File: config.mk
export PLATFORM = sky130hd
export DESIGN_NAME = execStage
export DESIGN_NICKNAME = d
export VERILOG_FILES = /design/src/logic/exec_pkg.sv /design/src/logic/execAlu.sv /design/src/logic/execMemLane.sv /design/src/logic/execMulDiv.sv /design/src/logic/execStage.sv
export VERILOG_INCLUDE_DIRS = /design/src /design/src/logic
export SDC_FILE = /design/constraint.sdc
export NUM_CORES = 2
export LEC_CHECK = 0
export BUFFER_PORTS_ARGS = -buffer_cell sky130_fd_sc_hd__buf_2
export CORE_UTILIZATION = 50
export DETAILED_ROUTE_END_ITERATION = 10
export GPL_ROUTABILITY_DRIVEN = 1
export PLACE_DENSITY = 0.63
export SLEW_MARGIN = 30
export SYNTH_ARGS = -nofsm -noshare
export SYNTH_HDL_FRONTEND = slang
export SYNTH_HIERARCHICAL = 1
export SYNTH_SLANG_ARGS = --single-unit
File: constraint.sdc
create_clock -name Clk -period 40.7 [get_ports Clk]
set_input_delay 8.14 -clock Clk [delete_from_list [all_inputs] [get_ports Clk]]
set_output_delay 8.14 -clock Clk [all_outputs]
set_load 0.05 [all_outputs]
File: src/logic/exec_consts.svh
`ifndef EXEC_CONSTS_SVH
`define EXEC_CONSTS_SVH

// datapath width and register-number width
`define EXEC_XLEN 32
`define EXEC_REGW 5

// cycles the multi-cycle unit spends in each run state
`define EXEC_MUL_CYCLES 4
`define EXEC_DIV_CYCLES 33   // 32 restoring steps plus sign fix-up

`endif

File: src/logic/exec_pkg.sv
`include "exec_consts.svh"

package exec_pkg;

    typedef enum logic [5:0] {
        opNop = 6'd0,
        opAdd, opAddu, opSub, opSubu, opAnd, opOr, opXor, opNor, opSlt, opSltu,
        opSll, opSrl, opSra, opSllv, opSrlv, opSrav,
        opAddi, opAddiu, opAndi, opOri, opXori, opSlti, opLui,
        opMult, opMultu, opDiv, opDivu, opMul,
        opMfhi, opMflo,
        opLb, opLbu, opLh, opLhu, opLw,
        opSb, opSh, opSw
    } execOp_e;

    typedef enum logic [1:0] {
        mdIdle,
        mdMulRun,
        mdDivRun,
        mdDone
    } mdState_e;

    // one decoded instruction from the decode stage
    typedef struct packed {
        logic                  valid;
        logic [`EXEC_XLEN-1:0] pc;
        execOp_e               op;
        logic [`EXEC_REGW-1:0] rsNum;
        logic [`EXEC_REGW-1:0] rtNum;
        logic [`EXEC_XLEN-1:0] rsData;
        logic [`EXEC_XLEN-1:0] rtData;
        logic [4:0]            shamt;
        logic [15:0]           imm16;
        logic [`EXEC_REGW-1:0] destReg;
        logic                  regWrite;
    } decodedOp_t;

    typedef struct packed {
        logic                  regWrite;
        logic                  ready;    // data is final, not a pending load
        logic [`EXEC_REGW-1:0] regNum;
        logic [`EXEC_XLEN-1:0] data;
    } fwdSrc_t;

    typedef struct packed {
        logic                  valid;
        logic [`EXEC_XLEN-1:0] pc;
        execOp_e               op;
        logic [`EXEC_XLEN-1:0] data;       // alu result or effective address
        logic [`EXEC_XLEN-1:0] storeData;
        logic [3:0]            byteEn;
        logic                  memRead;
        logic                  memWrite;
        logic                  regWrite;
        logic                  ready;
        logic [`EXEC_REGW-1:0] destReg;
        logic                  overflow;
        logic                  unaligned;
    } execResult_t;

    typedef struct packed {
        logic [3:0] byteEn;
        logic       memRead;
        logic       memWrite;
        logic       unaligned;
    } memCtl_t;

endpackage

File: src/logic/execAlu.sv
`timescale 1ns/1ps
`include "exec_consts.svh"

module execAlu
    import exec_pkg::*;
(
    input  execOp_e               op,
    input  logic [`EXEC_XLEN-1:0] srcA,
    input  logic [`EXEC_XLEN-1:0] srcB,
    input  logic [`EXEC_XLEN-1:0] pc,
    input  logic [4:0]            shamt,
    input  logic [15:0]           imm16,
    input  logic [`EXEC_XLEN-1:0] hi,
    input  logic [`EXEC_XLEN-1:0] lo,
    output logic [`EXEC_XLEN-1:0] result,
    output logic                  overflow
);
    localparam int Msb = `EXEC_XLEN - 1;

    logic [`EXEC_XLEN-1:0] immSext;
    logic [`EXEC_XLEN-1:0] immZext;
    logic [`EXEC_XLEN-1:0] sum;
    logic [`EXEC_XLEN-1:0] diff;
    logic [`EXEC_XLEN-1:0] sumImm;
    logic                  addWrap;
    logic                  subWrap;
    logic                  addiWrap;

    assign immSext = {{(`EXEC_XLEN-16){imm16[15]}}, imm16};
    assign immZext = {{(`EXEC_XLEN-16){1'b0}}, imm16};
    assign sum     = srcA + srcB;
    assign diff    = srcA - srcB;
    assign sumImm  = srcA + immSext;   // also the load/store address

    // signed wrap: operands agree in sign, result does not
    assign addWrap  = (srcA[Msb] == srcB[Msb]) && (sum[Msb] != srcA[Msb]);
    assign subWrap  = (srcA[Msb] != srcB[Msb]) && (diff[Msb] != srcA[Msb]);
    assign addiWrap = (srcA[Msb] == immSext[Msb]) && (sumImm[Msb] != srcA[Msb]);

    always_comb begin
        result = '0;
        case (op)
            opAdd, opAddu:   result = sum;
            opSub, opSubu:   result = diff;
            opAnd:           result = srcA & srcB;
            opOr:            result = srcA | srcB;
            opXor:           result = srcA ^ srcB;
            opNor:           result = ~(srcA | srcB);
            opSlt:           result = {{Msb{1'b0}}, $signed(srcA) < $signed(srcB)};
            opSltu:          result = {{Msb{1'b0}}, srcA < srcB};
            opSll:           result = srcB << shamt;
            opSrl:           result = srcB >> shamt;
            opSra:           result = $signed(srcB) >>> shamt;
            opSllv:          result = srcB << srcA[4:0];
            opSrlv:          result = srcB >> srcA[4:0];
            opSrav:          result = $signed(srcB) >>> srcA[4:0];
            opAddi, opAddiu: result = sumImm;
            opAndi:          result = srcA & immZext;
            opOri:           result = srcA | immZext;
            opXori:          result = srcA ^ immZext;
            opSlti:          result = {{Msb{1'b0}}, $signed(srcA) < $signed(immSext)};
            opLui:           result = {imm16, {(`EXEC_XLEN-16){1'b0}}};
            opMfhi:          result = hi;
            opMflo:          result = lo;
            opLb, opLbu, opLh, opLhu, opLw,
            opSb, opSh, opSw: result = sumImm;
            opNop:           result = pc;   // bubble keeps its pc for trace
            default:         result = '0;   // multi-cycle ops take lo later
        endcase
    end

    always_comb begin
        case (op)
            opAdd:   overflow = addWrap;
            opSub:   overflow = subWrap;
            opAddi:  overflow = addiWrap;
            default: overflow = 1'b0;
        endcase
    end

endmodule

File: src/logic/execMemLane.sv
`timescale 1ns/1ps

module execMemLane
    import exec_pkg::*;
(
    input  execOp_e    op,
    input  logic [1:0] addrLow,
    output memCtl_t    ctl
);
    logic       isLoad;
    logic       isStore;
    logic       misaligned;
    logic [3:0] lanes;

    always_comb begin
        isLoad     = 1'b0;
        isStore    = 1'b0;
        misaligned = 1'b0;
        lanes      = 4'b0000;
        case (op)
            opLb, opLbu: isLoad = 1'b1;
            opLh, opLhu: begin
                isLoad     = 1'b1;
                misaligned = addrLow[0];
            end
            opLw: begin
                isLoad     = 1'b1;
                misaligned = |addrLow;
            end
            opSb: begin
                isStore = 1'b1;
                lanes   = 4'b0001 << addrLow;
            end
            opSh: begin
                isStore    = 1'b1;
                misaligned = addrLow[0];
                lanes      = 4'b0011 << addrLow;
            end
            opSw: begin
                isStore    = 1'b1;
                misaligned = |addrLow;
                lanes      = 4'b1111;
            end
            default: ;
        endcase
    end

    assign ctl.byteEn    = misaligned ? 4'b0000 : lanes;   // no write on a bad store
    assign ctl.memRead   = isLoad;
    assign ctl.memWrite  = isStore;
    assign ctl.unaligned = misaligned;

endmodule

File: src/logic/execMulDiv.sv
`timescale 1ns/1ps
`include "exec_consts.svh"

module execMulDiv
    import exec_pkg::*;
(
    input  logic                  Clk,
    input  logic                  rst,
    input  logic                  abort,
    input  logic                  start,
    input  execOp_e               op,
    input  logic [`EXEC_XLEN-1:0] srcA,
    input  logic [`EXEC_XLEN-1:0] srcB,
    output logic [`EXEC_XLEN-1:0] hi,
    output logic [`EXEC_XLEN-1:0] lo,
    output logic                  busy,
    output logic                  done
);
    localparam int Xlen = `EXEC_XLEN;
    localparam int CntW = $clog2(`EXEC_DIV_CYCLES + 1);

    mdState_e              state;
    logic [CntW-1:0]       cnt;
    logic                  launch;
    logic                  isDiv;
    logic                  signedOp;
    logic                  lastMul;
    logic                  lastDiv;
    logic [Xlen-1:0]       absA;
    logic [Xlen-1:0]       absB;
    logic [Xlen-1:0]       opA;      // multiplicand; unused by divide
    logic [Xlen-1:0]       opB;      // multiplier or divisor magnitude
    logic                  isSigned;
    logic                  negQuo;
    logic                  negRem;
    logic                  divZero;
    logic signed [2*Xlen-1:0] prodFull;
    logic [2*Xlen-1:0]     prodReg;
    logic [Xlen-1:0]       rem;
    logic [Xlen-1:0]       quo;      // dividend shifts out as quotient shifts in
    logic [Xlen:0]         shifted;
    logic [Xlen+1:0]       trial;

    assign launch   = start && (state == mdIdle || state == mdDone);
    assign isDiv    = (op == opDiv) || (op == opDivu);
    assign signedOp = (op == opMult) || (op == opDiv) || (op == opMul);
    assign absA     = (signedOp && srcA[Xlen-1]) ? -srcA : srcA;
    assign absB     = (signedOp && srcB[Xlen-1]) ? -srcB : srcB;
    assign lastMul  = cnt == CntW'(`EXEC_MUL_CYCLES - 1);
    assign lastDiv  = cnt == CntW'(`EXEC_DIV_CYCLES - 1);

    assign prodFull = $signed({{Xlen{isSigned & opA[Xlen-1]}}, opA})
                    * $signed({{Xlen{isSigned & opB[Xlen-1]}}, opB});
    assign shifted  = {rem, quo[Xlen-1]};
    assign trial    = {1'b0, shifted} - {2'b0, opB};

    always_ff @(posedge Clk) begin
        if (rst || abort) begin
            state <= mdIdle;
            cnt   <= '0;
        end else begin
            case (state)
                mdIdle, mdDone: begin
                    if (start) begin
                        state <= isDiv ? mdDivRun : mdMulRun;
                        cnt   <= '0;
                    end
                end
                mdMulRun: begin
                    cnt <= cnt + 1'b1;
                    if (lastMul) state <= mdDone;
                end
                mdDivRun: begin
                    cnt <= cnt + 1'b1;
                    if (lastDiv) state <= mdDone;
                end
                default: state <= mdIdle;
            endcase
        end
    end

    always_ff @(posedge Clk) begin
        if (launch) begin
            opA      <= srcA;
            opB      <= isDiv ? absB : srcB;
            isSigned <= signedOp;
            negQuo   <= signedOp && (srcA[Xlen-1] ^ srcB[Xlen-1]);
            negRem   <= signedOp && srcA[Xlen-1];   // remainder follows the dividend
            divZero  <= srcB == '0;
            rem      <= '0;
            quo      <= absA;
        end else if (state == mdMulRun) begin
            prodReg <= prodFull;
        end else if (state == mdDivRun && !lastDiv) begin
            quo <= {quo[Xlen-2:0], ~trial[Xlen+1]};
            rem <= trial[Xlen+1] ? shifted[Xlen-1:0] : trial[Xlen-1:0];
        end
    end

    // hi/lo commit on the edge into mdDone
    always_ff @(posedge Clk) begin
        if (rst) begin
            hi <= '0;
            lo <= '0;
        end else if (!abort) begin
            if (state == mdMulRun && lastMul) begin
                {hi, lo} <= prodReg;
            end else if (state == mdDivRun && lastDiv && !divZero) begin
                hi <= negRem ? -rem : rem;
                lo <= negQuo ? -quo : quo;
            end
        end
    end

    assign busy = (state == mdMulRun) || (state == mdDivRun);
    assign done = state == mdDone;

endmodule

File: src/logic/execStage.sv
`timescale 1ns/1ps
`include "exec_consts.svh"

module execStage
    import exec_pkg::*;
(
    input  logic        Clk,
    input  logic        rst,
    input  logic        flush,
    input  logic        memStall,
    input  decodedOp_t  dec,
    input  fwdSrc_t     memFwd,
    output execResult_t res,
    output logic        busy
);
    logic [`EXEC_XLEN-1:0] rsVal;
    logic [`EXEC_XLEN-1:0] rtVal;
    logic [`EXEC_XLEN-1:0] aluResult;
    logic                  aluOverflow;
    logic [`EXEC_XLEN-1:0] mdHi;
    logic [`EXEC_XLEN-1:0] mdLo;
    logic                  mdBusy;
    logic                  mdDone;
    logic                  mdStart;
    logic                  parked;
    logic                  accept;
    logic                  isMulti;
    memCtl_t               memCtl;
    execResult_t           issued;
    execResult_t           parkRes;
    execResult_t           finished;

    // execute result first, then memory stage, then the register file value
    function automatic logic [`EXEC_XLEN-1:0] pickOperand(
        input logic [`EXEC_REGW-1:0] num,
        input logic [`EXEC_XLEN-1:0] decVal,
        input execResult_t           exRes,
        input fwdSrc_t               memSrc
    );
        logic exHit;
        logic memHit;
        exHit  = exRes.valid && exRes.regWrite && exRes.ready && exRes.destReg == num;
        memHit = memSrc.regWrite && memSrc.ready && memSrc.regNum == num;
        if (num == '0)
            return decVal;
        else if (exHit)
            return exRes.data;
        else if (memHit)
            return memSrc.data;
        else
            return decVal;
    endfunction

    assign rsVal = pickOperand(dec.rsNum, dec.rsData, res, memFwd);
    assign rtVal = pickOperand(dec.rtNum, dec.rtData, res, memFwd);

    assign isMulti = dec.op inside {opMult, opMultu, opDiv, opDivu, opMul};
    assign accept  = dec.valid && !busy && !memStall && !flush;
    assign mdStart = accept && isMulti;
    assign busy    = parked | mdBusy;

    execAlu u_execAlu (
        .op       (dec.op),
        .srcA     (rsVal),
        .srcB     (rtVal),
        .pc       (dec.pc),
        .shamt    (dec.shamt),
        .imm16    (dec.imm16),
        .hi       (mdHi),
        .lo       (mdLo),
        .result   (aluResult),
        .overflow (aluOverflow)
    );

    execMulDiv u_execMulDiv (
        .Clk   (Clk),
        .rst   (rst),
        .abort (flush),
        .start (mdStart),
        .op    (dec.op),
        .srcA  (rsVal),
        .srcB  (rtVal),
        .hi    (mdHi),
        .lo    (mdLo),
        .busy  (mdBusy),
        .done  (mdDone)
    );

    execMemLane u_execMemLane (
        .op      (dec.op),
        .addrLow (aluResult[1:0]),
        .ctl     (memCtl)
    );

    always_comb begin
        issued.valid     = 1'b1;
        issued.pc        = dec.pc;
        issued.op        = dec.op;
        issued.data      = aluResult;
        issued.storeData = rtVal;
        issued.byteEn    = memCtl.byteEn;
        issued.memRead   = memCtl.memRead;
        issued.memWrite  = memCtl.memWrite;
        issued.regWrite  = dec.regWrite && (!isMulti || dec.op == opMul);  // only mul writes rd
        issued.ready     = !memCtl.memRead;   // load data arrives in mem stage
        issued.destReg   = dec.destReg;
        issued.overflow  = aluOverflow;
        issued.unaligned = memCtl.unaligned;
    end

    always_comb begin
        finished      = parkRes;
        finished.data = mdLo;
    end

    always_ff @(posedge Clk) begin
        if (mdStart)
            parkRes <= issued;
    end

    always_ff @(posedge Clk) begin
        if (rst || flush) begin
            res    <= '0;
            parked <= 1'b0;
        end else if (!memStall) begin
            if (parked && mdDone) begin
                res    <= finished;
                parked <= 1'b0;
            end else if (mdStart) begin
                parked    <= 1'b1;
                res.valid <= 1'b0;
            end else if (accept) begin
                res <= issued;
            end else begin
                res.valid <= 1'b0;   // bubble
            end
        end
    end

endmodule

# --- After elaboration in Yosys (flattened, before gate mapping) ---
# Index checks and enable logic that the tools add are counted.
totals:
  out_inout_bits: 119
  n_memories: 0
  mem_bits_ro: 0
  input_bits: 183
  wordCells: 238
  mem_bits_rw: 0
  ff_bits: 472
  latch_bits: 0
classes:
  n_mux: 40
  n_div: 0
  n_shift: 8
  n_bitwise: 16
  mul: 1
  reduce_logical: 65
  eq_ne: 58
  add_sub_neg: 9
  magnitude_cmp: 3
ops:
  columns: ["op", "n"]
  rows:
  - ["$pmux W32 S23", 1]
  - ["$mux W32", 19]
  - ["$mux W117", 2]
  - ["$neg A32 Y32", 4]
  - ["$mux W118", 1]
  - ["$eq A6 B5 Y1 const B", 16]
  - ["$add A32 B32 Y32", 2]
  - ["$lt A32 B32 Y1", 2]
  - ["$mul A33 B33 Y64", 1]
  - ["$shl A32 B5 Y32", 2]
  - ["$shr A32 B5 Y32", 2]
  - ["$sshr A32 B5 Y32", 2]
  - ["$eq A6 B4 Y1 const B", 8]
  - ["$eq A6 B6 Y1 const B", 8]
  - ["$sub A33 B32 Y34", 1]
  - ["$and A32 B16 Y32", 1]
  - ["$and A32 B32 Y32", 1]
  - ["$logic_not A32 Y1", 1]
  - ["$lt A32 B16 Y1", 1]
  - ["$not A32 Y32", 1]
  - ["$or A32 B16 Y32", 1]
  - ["$or A32 B32 Y32", 1]
  - ["$sub A32 B32 Y32", 1]
  - ["$xor A32 B16 Y32", 1]
  - ["other kinds (41)", 120]

# --- Logic depth before layout (Yosys ltp) ---
logic_depth:
  word_depth: 14
  depth_mapped: 31
  depth_no_buf: 28

# --- Cells and area by module ---
# Netlist, hierarchy kept.
by_module_without_submodules:
  columns: ["mod", "seq_area_each_um2", "area_per_inst_um2", "n_inst", "cells_per_inst"]
  rows:
  - ["execMulDiv", 7006.7, 51743.4, 1, 5601]
  - ["execAlu", 0.0, 14564.0, 1, 2098]
  - ["execStage", 4934.7, 9499.1, 1, 1020]
  - ["execMemLane", 0.0, 202.7, 1, 30]

# --- Least setup slack after synthesis ---
# OpenSTA, ideal clock, no wires.
synth_path:
  path_kind: "input -> register"
  startpoint: "input port flush"
  endpoint: "register u_execMulDiv.quo[0] (enable)"
  stages: 6
  setup_slack_ps: 21855
  setup_time_ps: 466
  path_buffers: 2
  arrival_ps: 18379
  t_required_ps: 40234
  path_cell_list: "or4b_1 > nor3_1 > nand2_1 > clkbuf_1 > clkbuf_1 > o21ai_0"
synth_via:
  elab_chain_cells: 6
  word_cells_on_any_way: 7
  classes_between: "eq/ne (1); reduce/logical (6)"
synth_lines:
  columns: ["item", "line", "source"]
  rows:
  - ["from (decl)", "execStage.sv:9", "input logic flush,"]
  - ["$logic_not A1 Y1 (*)", null, null]
  - ["$logic_and A1 B1 Y1 (*)", "execStage.sv:58", "assign accept = dec.valid && !busy && !memStall && !flush;"]
  - ["$logic_and A1 B1 Y1 (*)", "execStage.sv:59", "assign mdStart = accept && isMulti;"]
  - ["named net mdStart", "execStage.sv:24", "logic mdStart;"]
  - ["$logic_and A1 B1 Y1 (*)", "execMulDiv.sv:44", "assign launch = start && (state == mdIdle || state == mdDone);"]
  - ["$ne A2 B1 Y1 (no source line) / $reduce_bool A2 Y1 (equally long branches)", null, null]
  - ["$reduce_and A2 Y1 (no source line) (*)", null, null]
  - ["to (signal assigned)", "execMulDiv.sv:91", "quo <= absA;"]
  - ["to (signal assigned)", "execMulDiv.sv:95", "quo <= {quo[Xlen-2:0], ~trial[Xlen+1]};"]
  - ["to (decl)", "execMulDiv.sv:40", "logic [Xlen-1:0] quo;"]
# The timed path passes the listed nets; every way through them passes the cells marked *.
# A chain may end at the register's enable or synchronous reset.

==> results_dict.tcl <==
set metrics [dict create \
    end_kind "flop" \
    yosys.cell_types.count 107 \
    detail_route.first_pass.iterations 9 \
    grt_setup_unrepaired "no" \
    rows 142 \
    post-route-period-util_pct 37.1 \
    yosys.area.top_type "sky130_fd_sc_hd__fa_1" \
    vias_per_cell 6.44 \
    grtUsageTotal_pct 46.4 \
    cts_repair_resize_count 0 \
    status "finished, final reports clean" \
    clock_insertion_delay_worst_skew_ns 0.70 \
    start_util_pct 50.6 \
    critical_path.reg2reg.endpoint "u_execMulDiv/prodReg[63]" \
    synth_area_um2 76000 \
    postRouteAntennaNets 0 \
    fill_cells 13600 \
    antenna_found_initial 61 \
    regArea_um2 11900 \
    synth.ff_latch_count 472 \
    numnets_final 10600 \
    crit_path_max_incr_delay_ns 0.74 \
    reg2reg_from "u_execMulDiv/opA[31]" \
    critPathMostFrequentCell "sky130_fd_sc_hd__nor3_1" \
    r2r_cells 27 \
    hold_depth 2 \
    number_of_vias_after_detailed_routing 70400 \
    coreArea_um2 150000 \
    post_cts.repair.setup_buffers 0 \
    max-clock-path-buffers 3 \
    critPathMaxFanout 15 \
    worst_ir_drop_vdd_uv 67.5 \
    finalSetupViolations 0 \
    avgSynthCellArea_um2 8.69 \
    setup.reg_to_reg.worst_slack_ns 30.48 \
    totalNegativeSetupSlack_ns 0 \
    timing.slew.headroom_pct 29.7 \
    drtIter0Drc 9227 \
    hold-path-endpoint "res[45]" \
    cts_made_buffers 54 \
    timing_worst_setup_path_type "in2reg" \
    total_area_of_multi_input_combinational_cells_um2 57100 \
    routedWlPerCell_um 32.6 \
    first_pass_grt_wire_length_um 507000 \
    synth.yosys.warnings 6 \
    yosys-top-cells-count "sky130_fd_sc_hd__inv_1, sky130_fd_sc_hd__nand2_1, sky130_fd_sc_hd__fa_1, sky130_fd_sc_hd__nor2_1, sky130_fd_sc_hd__clkbuf_1" \
    cellPowerDensity_nw_per_um2 30.1 \
    path_delay_family "compound AO/OA/AOI/OAI gates" \
    netlist_top_cells_area "sky130_fd_sc_hd__fa_1, sky130_fd_sc_hd__edfxtp_1, sky130_fd_sc_hd__ha_1" \
    leakage_nw 37.1 \
    synthCells 8749 \
    cts.sinks 472 \
    cell_with_the_biggest_individual_delay_on_the_critical_path "sky130_fd_sc_hd__o21ai_2" \
    globalRoute.totalOverflow 0 \
    port_buffers 301 \
    synth_ff_type "sky130_fd_sc_hd__edfxtp_1" \
    clk_pin_slew_worst_paths_ns 0.07 \
    crit_path_start_kind "input pin" \
    io-pin-count 302 \
    final_period_minus_worst_setup_slack_ns 15.12 \
    clk_tree_root_cell "sky130_fd_sc_hd__clkbuf_16" \
    max-cap-violations 0 \
    clock.fmax_mhz 66.2 \
    worstPathArrival_ns 15.72 \
    synthesis.nets 10500 \
    worst_slack_setup_final_ns 25.58 \
    die-height_um 392 \
    place_hpwl_um 277000 \
    holdWs_ns 0.447 \
    min-delay-start "finished[45]" \
    htree_levels 2 \
    edff_count_synth 249 \
    required_ns 41.30 \
    most_repeated_cell_in_the_gate_level_netlist_after_synthesis "sky130_fd_sc_hd__inv_1" \
    area_delta_synth_final_pct 8.20 \
    worst_hold_path_type "reg2reg" \
    drc 0 \
    yosys.area.top_type_share_pct 29.7 \
    tritoncts "built" \
    cp_num_buf_inv 3 \
    dp_slack_ns 25.22 \
    die_w_um 392 \
    layout-drive-gt1-share_pct 9.76 \
    cts_hold_buf 0 \
    gp_congestion 1.11 \
    first_global_vias 70200 \
    finalHoldViolations 0 \
    ys_async_sr_fraction_pct 0 \
    totalWireLength_um 357000 \
    finClkSkew_ns 0.0575 \
    synth-seq-area-share_pct 15.7 \
    tightest_slew_ns 1.05 \
    grt_start_max_net_pins 128 \
    timing_max_transition_violations_final 0 \
    die_area_um2 154000 \
]
worst reg2reg max path, delay by kind of cell, from the launching register on:
family                     cells  cell delay, ns
adders and majority gates      9            4.52
AOI/OAI and AO/OA              7            1.96
buffers and inverters          6            1.79
and+or+nand+nor                4            1.19
DFF                            1            0.33
xor gates and xnor gates       1            0.14
stage by stage:
step	std cells	total power, W	utilization [%]	cell area, um2
final	10900	0.00247	54.7	82200
after global routing	10900	0.00260	54.7	82200
after CTS	10900	0.00243	54.6	82100
after detailed placement	10800	0.00189	53.4	80200
after global placement	10800	0.00187	53.3	80200
after floorplan	8749	0.00146	-	76000
routing by layer:
layer	GRT usage (%)	part of all wire (%)	routed length (um)	up-vias
met5	0	0.054	191	-
met4	26.9	6.7	23900	28
met3	15.7	13	45700	1021
met2	66.9	42	151000	4765
met1	60.5	38	137000	35600
li1	-	-	-	28900
flip-flops by register name, summed over array words and instances, names as in the netlist:
register / count
u_execMulDiv/quo: 32
u_execMulDiv/rem: 32
u_execMulDiv/cnt: 6
u_execMulDiv/opB: 32
u_execMulDiv/divZero: 1
u_execMulDiv/lo: 32
u_execMulDiv/isSigned: 1
u_execMulDiv/state: 2
u_execMulDiv/hi: 32
res: 118
u_execMulDiv/negQuo: 1
u_execMulDiv/prodReg: 64
u_execMulDiv/negRem: 1
finished: 85
u_execMulDiv/opA: 32
parked: 1
cells by family (layout without fill, tap and decap cells):
logic type	count (synthesis)	after routing	share of synthesized area (%)
DFF	472	472	15.7
muxes	233	233	3.76
other	0	36	0
and+or+nand+nor	2728	2728	16.6
xor gates and xnor gates	274	274	3.16
adders and majority gates	1557	1557	36.8
AOI/OAI and AO/OA	1595	1595	14.3
buffers and inverters	1890	2024	9.63
area by class of cell:
type	instances	area share [%]
Inverter	1330	6.07
Tap cell	2016	3.07
Timing Repair Buffer	592	4.54
Multi-Input combinational cell	6387	69.4
Sequential cell	472	14.5
Antenna cell	36	0.110
Clock buffer	80	1.91
Clock inverter	22	0.408
worst max-delay path by stage:
stage / depth (start not counted) / endpoint / slack, ns / start
finish: 25 / res[14] / 25.58 / memFwd[35]
global route: 25 / res[14] / 25.33 / dec[98]
CTS: 25 / res[14] / 25.92 / memFwd[35]
detailed placement: 25 / res[14] / 25.22 / memFwd[35]
global placement: 25 / res[14] / 25.24 / memFwd[35]
floorplan: 6 / u_execMulDiv/quo[0] / 21.86 / flush
layout by cell type (no fill, tap or decap), types with 48 or more instances in the layout:
cell                        synthesis  layout
sky130_fd_sc_hd__a21o_1            54      53
sky130_fd_sc_hd__a22oi_1           61      61
sky130_fd_sc_hd__nand3_1           91      91
sky130_fd_sc_hd__ha_1             428     427
sky130_fd_sc_hd__o31ai_1           48      48
sky130_fd_sc_hd__and2_1           396     394
sky130_fd_sc_hd__a311oi_1          73      73
sky130_fd_sc_hd__buf_4              9     285
sky130_fd_sc_hd__edfxtp_1         249     249
sky130_fd_sc_hd__o221ai_1          52      52
sky130_fd_sc_hd__nand2b_1          69      69
sky130_fd_sc_hd__nor3_1            87      80
sky130_fd_sc_hd__inv_1           1330    1329
sky130_fd_sc_hd__xor2_1           127     127
sky130_fd_sc_hd__a211oi_1         135     129
sky130_fd_sc_hd__or3_1             56      55
sky130_fd_sc_hd__xnor2_1          147     147
sky130_fd_sc_hd__nor2_1           533     526
sky130_fd_sc_hd__a221oi_1          63      63
sky130_fd_sc_hd__a21oi_1          361     358
sky130_fd_sc_hd__fa_1            1129    1129
sky130_fd_sc_hd__o21ai_0          277     268
sky130_fd_sc_hd__mux2i_1          177     172
sky130_fd_sc_hd__nand2_1         1218    1215
sky130_fd_sc_hd__and3_1            74      74
sky130_fd_sc_hd__dfxtp_1          223     223
sky130_fd_sc_hd__clkbuf_16          0      55
sky130_fd_sc_hd__a31oi_1           68      68
sky130_fd_sc_hd__o211ai_1          49      49
sky130_fd_sc_hd__buf_2             44     301
where the power goes:
group	internal, W	switching (W)	leakage, nW
clock network	0.000308	0.000232	0.919
registers	0.000555	0.0000318	4.06
logic	0.000480	0.000868	32.1
total	0.00134	0.00113	37.1
Power figures use the tool's default switching activity.
